===== src/plic_regs_defines.svh =====
/* Sizes, widths and register word indices of the PLIC register block */

`ifndef PLIC_REGS_DEFINES_SVH
`define PLIC_REGS_DEFINES_SVH

////////////////////////////////////////////////////////////
// Controller size
////////////////////////////////////////////////////////////
`define PLIC_SOURCES     8
`define PLIC_TARGETS     2
`define PLIC_PRIORITIES  8

// Bus widths
`define PLIC_DATA_W      32
`define PLIC_ADDR_W      32
`define PLIC_BE_W        4

// Field widths
`define PLIC_PRIO_W      3
// ID 0 is reserved, sources are 1 to 8
`define PLIC_ID_W        4
// Priority fields start on nibble boundaries
`define PLIC_NIBBLE_W    4

////////////////////////////////////////////////////////////
// Register map, as word index (byte address / 4)
////////////////////////////////////////////////////////////
`define PLIC_REG_CFG0    0
`define PLIC_REG_CFG1    1
`define PLIC_REG_EL      2
`define PLIC_REG_PRIO    3
`define PLIC_REG_IE_BASE 4
`define PLIC_REG_TH_BASE 6
`define PLIC_REG_ID_BASE 8
`define PLIC_REG_COUNT   10

`endif


===== src/plic_regs_pkg.sv =====
/* Bus request and response structs, field array types and the byte-merge function */
`default_nettype none

`include "plic_regs_defines.svh"

package plic_regs_pkg;

  ////////////////////////////////////////////////////////////
  // Internal bus structs
  ////////////////////////////////////////////////////////////

  // Write request, word addressed
  typedef struct packed {
    logic                     we;
    logic [`PLIC_BE_W-1:0]    be;
    // Byte address with the two low bits dropped
    logic [`PLIC_ADDR_W-3:0]  idx;
    logic [`PLIC_DATA_W-1:0]  data;
  } plic_wr_req_t;

  // Read request, word addressed
  typedef struct packed {
    logic                     re;
    logic [`PLIC_ADDR_W-3:0]  idx;
  } plic_rd_req_t;

  // Combinational read answer of one part
  // Data is zero when the index is not owned by that part
  typedef struct packed {
    logic                     hit;
    logic [`PLIC_DATA_W-1:0]  data;
  } plic_rd_rsp_t;

  ////////////////////////////////////////////////////////////
  // Field arrays
  ////////////////////////////////////////////////////////////
  typedef logic [`PLIC_SOURCES-1:0][`PLIC_PRIO_W-1:0] plic_prio_arr_t;
  // One enable mask per target
  typedef logic [`PLIC_TARGETS-1:0][`PLIC_SOURCES-1:0] plic_ie_arr_t;
  typedef logic [`PLIC_TARGETS-1:0][`PLIC_PRIO_W-1:0]  plic_th_arr_t;
  typedef logic [`PLIC_TARGETS-1:0][`PLIC_ID_W-1:0]    plic_id_arr_t;

  // Per byte: new byte where enabled, old byte otherwise
  function automatic logic [`PLIC_DATA_W-1:0] plic_merge_bytes(
    input logic [`PLIC_DATA_W-1:0] old_val,
    input logic [`PLIC_DATA_W-1:0] new_val,
    input logic [`PLIC_BE_W-1:0]   be
  );
    logic [`PLIC_DATA_W-1:0] merged;
    merged = old_val;
    for (int n = 0; n < `PLIC_BE_W; n++)
    begin
      if (be[n])
      begin
        merged[n*8 +: 8] = new_val[n*8 +: 8];
      end
    end
    return merged;
  endfunction

endpackage

`default_nettype wire


===== src/plic_gateway_regs.sv =====
/* Gateway registers: edge/level bits and packed source priorities,
   with their write decode and read answer */
`default_nettype none

`include "plic_regs_defines.svh"

module plic_gateway_regs (
  input  wire logic                         clk,
  input  wire logic                         rst_n,
  input  wire plic_regs_pkg::plic_wr_req_t  wr_req,
  input  wire plic_regs_pkg::plic_rd_req_t  rd_req,
  output plic_regs_pkg::plic_rd_rsp_t       rd_rsp,
  output logic [`PLIC_SOURCES-1:0]          el,
  output plic_regs_pkg::plic_prio_arr_t     prio
);

  import plic_regs_pkg::*;

  // Bus view of the stored fields, unused bits zero
  logic [`PLIC_DATA_W-1:0] el_word;
  logic [`PLIC_DATA_W-1:0] prio_word;
  // Words after byte merge with the write data
  logic [`PLIC_DATA_W-1:0] el_next;
  logic [`PLIC_DATA_W-1:0] prio_next;
  logic                    el_wr;
  logic                    prio_wr;

  ////////////////////////////////////////////////////////////
  // Word build
  ////////////////////////////////////////////////////////////
  always_comb
  begin
    el_word = '0;
    el_word[`PLIC_SOURCES-1:0] = el;
  end

  // Source s sits in the low bits of nibble s, bit 3 stays zero
  always_comb
  begin
    prio_word = '0;
    for (int s = 0; s < `PLIC_SOURCES; s++)
    begin
      prio_word[s*`PLIC_NIBBLE_W +: `PLIC_PRIO_W] = prio[s];
    end
  end

  ////////////////////////////////////////////////////////////
  // Write path
  ////////////////////////////////////////////////////////////
  assign el_wr     = wr_req.we && (wr_req.idx == `PLIC_REG_EL);
  assign prio_wr   = wr_req.we && (wr_req.idx == `PLIC_REG_PRIO);
  assign el_next   = plic_merge_bytes(el_word, wr_req.data, wr_req.be);
  assign prio_next = plic_merge_bytes(prio_word, wr_req.data, wr_req.be);

  always_ff @(posedge clk or negedge rst_n)
  begin
    if (!rst_n)
    begin
      el <= '0;
    end
    else if (el_wr)
    begin
      el <= el_next[`PLIC_SOURCES-1:0];
    end
  end

  // Only the implemented bits of each nibble are kept
  always_ff @(posedge clk or negedge rst_n)
  begin
    if (!rst_n)
    begin
      prio <= '0;
    end
    else if (prio_wr)
    begin
      for (int s = 0; s < `PLIC_SOURCES; s++)
      begin
        prio[s] <= prio_next[s*`PLIC_NIBBLE_W +: `PLIC_PRIO_W];
      end
    end
  end

  // Read answer, registered later in the read mux
  always_comb
  begin
    rd_rsp = '0;
    if (rd_req.idx == `PLIC_REG_EL)
    begin
      rd_rsp.hit  = 1'b1;
      rd_rsp.data = el_word;
    end
    else if (rd_req.idx == `PLIC_REG_PRIO)
    begin
      rd_rsp.hit  = 1'b1;
      rd_rsp.data = prio_word;
    end
  end

endmodule

`default_nettype wire


===== src/plic_read_mux.sv =====
/* Configuration words and the registered read-data combiner */
`default_nettype none

`include "plic_regs_defines.svh"

module plic_read_mux (
  input  wire logic                         clk,
  input  wire logic                         rst_n,
  input  wire plic_regs_pkg::plic_rd_req_t  rd_req,
  input  wire plic_regs_pkg::plic_rd_rsp_t  gw_rsp,
  input  wire plic_regs_pkg::plic_rd_rsp_t  tgt_rsp,
  output logic [`PLIC_DATA_W-1:0]           rdata
);

  ////////////////////////////////////////////////////////////
  // Configuration words, read only
  ////////////////////////////////////////////////////////////
  // Targets in the upper half, sources in the lower half
  localparam logic [`PLIC_DATA_W-1:0] cfg0_word =
    {16'(`PLIC_TARGETS), 16'(`PLIC_SOURCES)};
  // Threshold always present, then the priority count
  localparam logic [`PLIC_DATA_W-1:0] cfg1_word =
    {15'h0, 1'b1, 16'(`PLIC_PRIORITIES)};

  logic [`PLIC_DATA_W-1:0] rdata_next;

  // Select the answer for the word being read
  always_comb
  begin
    if (rd_req.idx == `PLIC_REG_CFG0)
    begin
      rdata_next = cfg0_word;
    end
    else if (rd_req.idx == `PLIC_REG_CFG1)
    begin
      rdata_next = cfg1_word;
    end
    else if (gw_rsp.hit)
    begin
      rdata_next = gw_rsp.data;
    end
    else if (tgt_rsp.hit)
    begin
      rdata_next = tgt_rsp.data;
    end
    else
    begin
      // Outside the map
      rdata_next = '0;
    end
  end

  // Holds until the next read strobe
  always_ff @(posedge clk or negedge rst_n)
  begin
    if (!rst_n)
    begin
      rdata <= '0;
    end
    else if (rd_req.re)
    begin
      rdata <= rdata_next;
    end
  end

endmodule

`default_nettype wire


===== src/plic_regs_top.sv =====
/* PLIC register block top: bus ports packed into request structs,
   gateway and target registers side by side, read combiner behind them */
`default_nettype none

`include "plic_regs_defines.svh"

module plic_regs_top (
  input  wire logic                         clk,
  input  wire logic                         rst_n,
  input  wire logic                         we,
  input  wire logic                         re,
  input  wire logic [`PLIC_BE_W-1:0]        be,
  input  wire logic [`PLIC_ADDR_W-1:0]      waddr,
  input  wire logic [`PLIC_ADDR_W-1:0]      raddr,
  input  wire logic [`PLIC_DATA_W-1:0]      wdata,
  output logic [`PLIC_DATA_W-1:0]           rdata,
  input  wire plic_regs_pkg::plic_id_arr_t  id,
  output logic [`PLIC_SOURCES-1:0]          el,
  output plic_regs_pkg::plic_prio_arr_t     prio,
  output plic_regs_pkg::plic_ie_arr_t       ie,
  output plic_regs_pkg::plic_th_arr_t       th,
  output logic [`PLIC_TARGETS-1:0]          claim,
  output logic [`PLIC_TARGETS-1:0]          complete
);

  import plic_regs_pkg::*;

  plic_wr_req_t wr_req;
  plic_rd_req_t rd_req;
  plic_rd_rsp_t gw_rsp;
  plic_rd_rsp_t tgt_rsp;

  ////////////////////////////////////////////////////////////
  // Request packing, byte address to word index
  ////////////////////////////////////////////////////////////
  assign wr_req = '{we: we, be: be, idx: waddr[`PLIC_ADDR_W-1:2], data: wdata};
  assign rd_req = '{re: re, idx: raddr[`PLIC_ADDR_W-1:2]};

  // Edge/level and priority words
  plic_gateway_regs i_plic_gateway_regs (
    .clk    (clk),
    .rst_n  (rst_n),
    .wr_req (wr_req),
    .rd_req (rd_req),
    .rd_rsp (gw_rsp),
    .el     (el),
    .prio   (prio)
  );

  // Enable, threshold and ID words per target
  plic_target_regs i_plic_target_regs (
    .clk      (clk),
    .rst_n    (rst_n),
    .wr_req   (wr_req),
    .rd_req   (rd_req),
    .id       (id),
    .rd_rsp   (tgt_rsp),
    .ie       (ie),
    .th       (th),
    .claim    (claim),
    .complete (complete)
  );

  // Config words plus the registered rdata
  plic_read_mux i_plic_read_mux (
    .clk     (clk),
    .rst_n   (rst_n),
    .rd_req  (rd_req),
    .gw_rsp  (gw_rsp),
    .tgt_rsp (tgt_rsp),
    .rdata   (rdata)
  );

endmodule

`default_nettype wire


===== src/plic_target_regs.sv =====
/* Target registers: interrupt enable, threshold and ID words,
   with registered claim and complete strobes */
`default_nettype none

`include "plic_regs_defines.svh"

module plic_target_regs (
  input  wire logic                         clk,
  input  wire logic                         rst_n,
  input  wire plic_regs_pkg::plic_wr_req_t  wr_req,
  input  wire plic_regs_pkg::plic_rd_req_t  rd_req,
  input  wire plic_regs_pkg::plic_id_arr_t  id,
  output plic_regs_pkg::plic_rd_rsp_t       rd_rsp,
  output plic_regs_pkg::plic_ie_arr_t       ie,
  output plic_regs_pkg::plic_th_arr_t       th,
  output logic [`PLIC_TARGETS-1:0]          claim,
  output logic [`PLIC_TARGETS-1:0]          complete
);

  import plic_regs_pkg::*;

  // Bus view of each target's words
  logic [`PLIC_TARGETS-1:0][`PLIC_DATA_W-1:0] ie_word;
  logic [`PLIC_TARGETS-1:0][`PLIC_DATA_W-1:0] th_word;
  logic [`PLIC_TARGETS-1:0][`PLIC_DATA_W-1:0] ie_next;
  logic [`PLIC_TARGETS-1:0][`PLIC_DATA_W-1:0] th_next;
  // Per-target word decode
  logic [`PLIC_TARGETS-1:0]                   ie_wr;
  logic [`PLIC_TARGETS-1:0]                   th_wr;
  logic [`PLIC_TARGETS-1:0]                   id_rd;
  logic [`PLIC_TARGETS-1:0]                   id_wr;

  ////////////////////////////////////////////////////////////
  // Decode and byte merge
  ////////////////////////////////////////////////////////////
  always_comb
  begin
    for (int t = 0; t < `PLIC_TARGETS; t++)
    begin
      ie_word[t] = '0;
      ie_word[t][`PLIC_SOURCES-1:0] = ie[t];
      th_word[t] = '0;
      th_word[t][`PLIC_PRIO_W-1:0] = th[t];
      ie_next[t] = plic_merge_bytes(ie_word[t], wr_req.data, wr_req.be);
      th_next[t] = plic_merge_bytes(th_word[t], wr_req.data, wr_req.be);
      ie_wr[t]   = wr_req.we && (wr_req.idx == `PLIC_REG_IE_BASE + t);
      th_wr[t]   = wr_req.we && (wr_req.idx == `PLIC_REG_TH_BASE + t);
      // ID word: read claims, write completes, byte enables ignored
      id_rd[t]   = rd_req.re && (rd_req.idx == `PLIC_REG_ID_BASE + t);
      id_wr[t]   = wr_req.we && (wr_req.idx == `PLIC_REG_ID_BASE + t);
    end
  end

  ////////////////////////////////////////////////////////////
  // Enable and threshold storage
  ////////////////////////////////////////////////////////////
  always_ff @(posedge clk or negedge rst_n)
  begin
    if (!rst_n)
    begin
      ie <= '0;
      th <= '0;
    end
    else
    begin
      for (int t = 0; t < `PLIC_TARGETS; t++)
      begin
        if (ie_wr[t])
        begin
          ie[t] <= ie_next[t][`PLIC_SOURCES-1:0];
        end
        if (th_wr[t])
        begin
          th[t] <= th_next[t][`PLIC_PRIO_W-1:0];
        end
      end
    end
  end

  // Strobes last one cycle, one bit per target
  always_ff @(posedge clk or negedge rst_n)
  begin
    if (!rst_n)
    begin
      claim    <= '0;
      complete <= '0;
    end
    else
    begin
      claim    <= id_rd;
      complete <= id_wr;
    end
  end

  // Read answer from the current register values
  always_comb
  begin
    rd_rsp = '0;
    for (int t = 0; t < `PLIC_TARGETS; t++)
    begin
      if (rd_req.idx == `PLIC_REG_IE_BASE + t)
      begin
        rd_rsp.hit  = 1'b1;
        rd_rsp.data = ie_word[t];
      end
      else if (rd_req.idx == `PLIC_REG_TH_BASE + t)
      begin
        rd_rsp.hit  = 1'b1;
        rd_rsp.data = th_word[t];
      end
      else if (rd_req.idx == `PLIC_REG_ID_BASE + t)
      begin
        rd_rsp.hit  = 1'b1;
        rd_rsp.data = {{(`PLIC_DATA_W-`PLIC_ID_W){1'b0}}, id[t]};
      end
    end
  end

endmodule

`default_nettype wire


===== config.mk =====
export PLATFORM = sky130hd
export DESIGN_NAME = plic_regs_top
export DESIGN_NICKNAME = d
export VERILOG_FILES = /design/src/plic_regs_pkg.sv /design/src/plic_gateway_regs.sv /design/src/plic_read_mux.sv /design/src/plic_regs_top.sv /design/src/plic_target_regs.sv
export VERILOG_INCLUDE_DIRS = /design/src
export SDC_FILE = /design/constraint.sdc
export NUM_CORES = 1
export LEC_CHECK = 0
export ABC_CLOCK_PERIOD_IN_PS = 1000
export BUFFER_PORTS_ARGS = -buffer_cell sky130_fd_sc_hd__buf_2
export CAP_MARGIN = 20
export CORE_MARGIN = 2
export CORE_UTILIZATION = 25
export DETAILED_ROUTE_END_ITERATION = 7
export GPL_TIMING_DRIVEN = 0
export HOLD_SLACK_MARGIN = 0.03
export SLEW_MARGIN = 30
export SYNTH_ARGS = -nofsm -noshare
export SYNTH_HDL_FRONTEND = slang
export SYNTH_SLANG_ARGS = --single-unit

===== constraint.sdc =====
create_clock -name clk -period 1 [get_ports clk]
set_input_delay 0.2 -clock clk [delete_from_list [all_inputs] [get_ports clk]]
set_output_delay 0.2 -clock clk [all_outputs]
set_load 0.005 [all_outputs]

==> results.py <==
metrics = {
    "status": {
        "status": "finished, violations left",
        "violations": "setup timing",
    },
    "global_routing": {
        "antenna_found_initial": 1,
        "grt_use_total": 0.160,
        "grt_max_degree": 69,
        "grt_pass1_vias": 3733,
        "globalRouteOverflowTotal": 0,
        "grt_pass1_wl_um": 19900,
    },
    "finish": {
        "final_nets": 696,
        "syn_to_final_growth_pct": 71.0,
        "layout-drive-gt1-share": 0.681,
    },
    "power_and_ir_drop": {
        "vdd_ir_drop_max_mv": 0.797,
        "power_leakage_nw": 3.48,
        "seqPwrFrac": 0.423,
        "pwr-share-clk": 0.489,
        "internal-power_mw": 6.18,
        "swShare": 0.230,
        "switchingPower_mw": 1.84,
        "p_comb_frac": 0.088,
        "powerDensity_nw_per_um2": 1230,
        "power_mw": 8.03,
    },
    "synth": {
        "synth-seq-cells": 84,
        "netlist_area_sq_um": 3800,
        "yosys-top-cells-count": "dfrtp_1 (84), mux2_2 (54), a22o_1 (23)",
        "synth-edff-count": 0,
        "ys.flop_type": "dfrtp_1",
        "synth_cell_types": 38,
        "synth_area_per_cell_sq_um": 12.3,
        "synth_area_leaders": "dfrtp_1 (55%), mux2_2 (16%), a22o_1 (5.3%), mux2i_1 (2.4%), nor4_1 (2.0%)",
        "yosysMostFrequentCell": "dfrtp_1",
        "synth_top_area_cell": "dfrtp_1",
        "ys_warn_count": 0,
        "synth-async-reset-ratio": 1.00,
        "ys_seq_area_frac": 0.553,
        "syn_inst": 309,
        "synth_top_area_share": 0.553,
    },
    "setup_path": {
        "critPathRequiredTime_ps": 1240,
        "r2r_cells": 5,
        "crit_path_max_fanout": 8,
        "cp_slowest_stage_delay_ps": 380,
        "cp-end-kind": "flop",
        "crit_path_start_kind": "input pin",
        "crit_top_cell": "buf_6",
        "cpMaxStageDelayCell": "mux2_4",
        "cp_data_arrival_time_ps": 1760,
        "path_cells": "buf_6 > nor4_4 > nand4_1 > nor3_4 > buf_6 > nand4_4 > mux2_4",
        "worstSetupPathType": "input pin to flop",
    },
    "timing": {
        "drv_slew": 0,
        "finalHoldViolCount": 0,
        "period_minus_slack_ps": 1520,
        "finalSetupViolations": 167,
        "timing.final.ws_setup_ps": -519,
        "rsz0062_at_grt": "yes",
        "finalCritPeriodShare": 1.52,
        "final.setup_skew_ps": 3.47,
        "fmax_mhz": 658,
        "fin_hold_ws_ps": 79.5,
    },
    "route": {
        "vias_per_cell": 4.65,
        "vias": 3621,
        "first_pass_iters": 4,
        "avgRoutedWirePerCell_um": 16.8,
        "drt-initial-drc-count": 135,
        "wirelength_um": 13100,
        "drc": 0,
        "ant_nets": 0,
    },
    "clock_tree": {
        "cts_sinks": 84,
        "cts_buffer_depth": 2,
        "cts_tree": "yes",
        "clk_pin_slew_worst_paths_ps": 60,
        "htreeDepth": 3,
        "clock_latency_ps": 350,
        "cts-buffers-inserted": 9,
        "clock-root-buffer": "clkbuf_16",
    },
    "floorplanning": {
        "start_util": 0.253,
        "io-pin-count": 202,
        "dieArea_sq_um": 16200,
        "core_area_sq_um": 15000,
        "fp.dieH_um": 127,
        "fp-row-count": 45,
        "die_width_um": 127,
    },
    "placement": {
        "gp_congestion": 0.805,
        "dpl.hpwl_um": 9400,
        "portBuffers": 183,
    },
    "flow_run": {
        "drv_cap": 0,
    },
    "hold_path": {
        "holdPathStages": 2,
        "holdCritPathClass": "input pin to flop",
    },
}
metal layers:
layer	GRT usage	vias up	part of all wire
li1	-	1707	-
met4	0.0646	0	0.020
met3	0.0394	16	0.055
met2	0.262	110	0.50
met1	0.203	1788	0.43
met5	0	-	0
layout by cell type, fill, tap and decap left out, types with 3 or more instances in the layout:
| cell type | n |
|---|---|
| bufinv_16 | 3 |
| nor2b_1 | 5 |
| clkbuf_16 | 10 |
| buf_2 | 167 |
| o21ai_1 | 6 |
| nand3_1 | 3 |
| o2bb2ai_2 | 5 |
| clkbuf_4 | 3 |
| buf_6 | 30 |
| nor4_4 | 6 |
| inv_1 | 3 |
| nor4_1 | 3 |
| buf_4 | 70 |
| nor4_2 | 3 |
| mux2_2 | 53 |
| dfrtp_1 | 84 |
| o21a_1 | 3 |
| nor2_1 | 15 |
| and3_1 | 4 |
| nand4_1 | 5 |
| o22ai_2 | 8 |
| nand2_1 | 8 |
| a21oi_2 | 3 |
| conb_1 | 6 |
| mux2i_1 | 3 |
| a22o_1 | 23 |
| mux2i_2 | 6 |
power by group through the flow:
stage / sequential (mW) / clock (mW) / combinational [mW]
floorplan: 3.46 / 0 / 0.221
global placement: 3.46 / 0 / 0.560
detailed placement: 3.46 / 0 / 0.592
CTS: 3.40 / 4.03 / 0.640
global route: 3.39 / 4.17 / 0.771
finish: 3.40 / 3.93 / 0.704
kinds of logic after synthesis:
logic type / Yosys count / share of synthesized area
other cells: 1 / 0.000986
flops: 84 / 0.553
buf+inv: 23 / 0.0296
simple gates: 80 / 0.119
mux: 63 / 0.184
compound gates: 58 / 0.114
final cells by class:
type / instances / area [sq um]
diodes: 1 / 2.50
plain buffers: 15 / 136
clock buffers: 9 / 225
clock inverters: 7 / 123
fillers: 1463 / 8530
inverters: 5 / 22.5
multi-input cells: 207 / 1960
flip-flops and latches: 84 / 2100
well taps: 188 / 235
repair buffers: 262 / 1700
critical path, delay by kind of cell:
family,cells,cell delay (ps)
and+or+nand+nor,4,920
muxes,1,380
buffers and inverters,2,250
worst paths after layout:
kind | endpoint | start | slack (ps)
setup / recovery | i_plic_gateway_regs.el[7] | waddr[14] | -520
hold / removal | i_plic_target_regs.complete[0] | waddr[2] | 80
hold reg to reg | i_plic_read_mux.rdata[18] | i_plic_read_mux.rdata[18] | 510
min in group asynchronous | i_plic_read_mux.rdata[29] | rst_n | 240
setup reg to reg | i_plic_read_mux.rdata[2] | i_plic_target_regs.th[2] | -180
max in group asynchronous | i_plic_gateway_regs.el[3] | rst_n | 180
timing repair:
action,CTS,global route
gates cloned,1,0
hold buffers,1,0
setup buffers,62,15
hold endpoints to repair,84,0
resized for setup,48,44
setup endpoints to repair,167,167
pin swaps,35,22
metrics by stage:
| stage | instance area, sq um | util | std cells | TNS (ps) | worst slack (ps) |
|---|---|---|---|---|---|
| after floorplan | 3990 | - | 314 | -41950 | -679 |
| after detailed placement | 5180 | 0.344 | 686 | -78460 | -1270 |
| after global placement | 5140 | 0.342 | 685 | -151770 | -1230 |
| after global routing | 6500 | 0.433 | 778 | -45550 | -602 |
| final | 6500 | 0.433 | 778 | -35770 | -519 |
| after CTS | 6220 | 0.413 | 765 | -37250 | -511 |
sequential cells by signal (all words and copies together) (netlist names):
name	cells
i_plic_gateway_regs.el	8
i_plic_gateway_regs.prio	24
i_plic_read_mux.rdata	26
i_plic_target_regs.claim	2
i_plic_target_regs.complete	2
i_plic_target_regs.ie	16
i_plic_target_regs.th	6
Power figures use the tool's default switching activity.
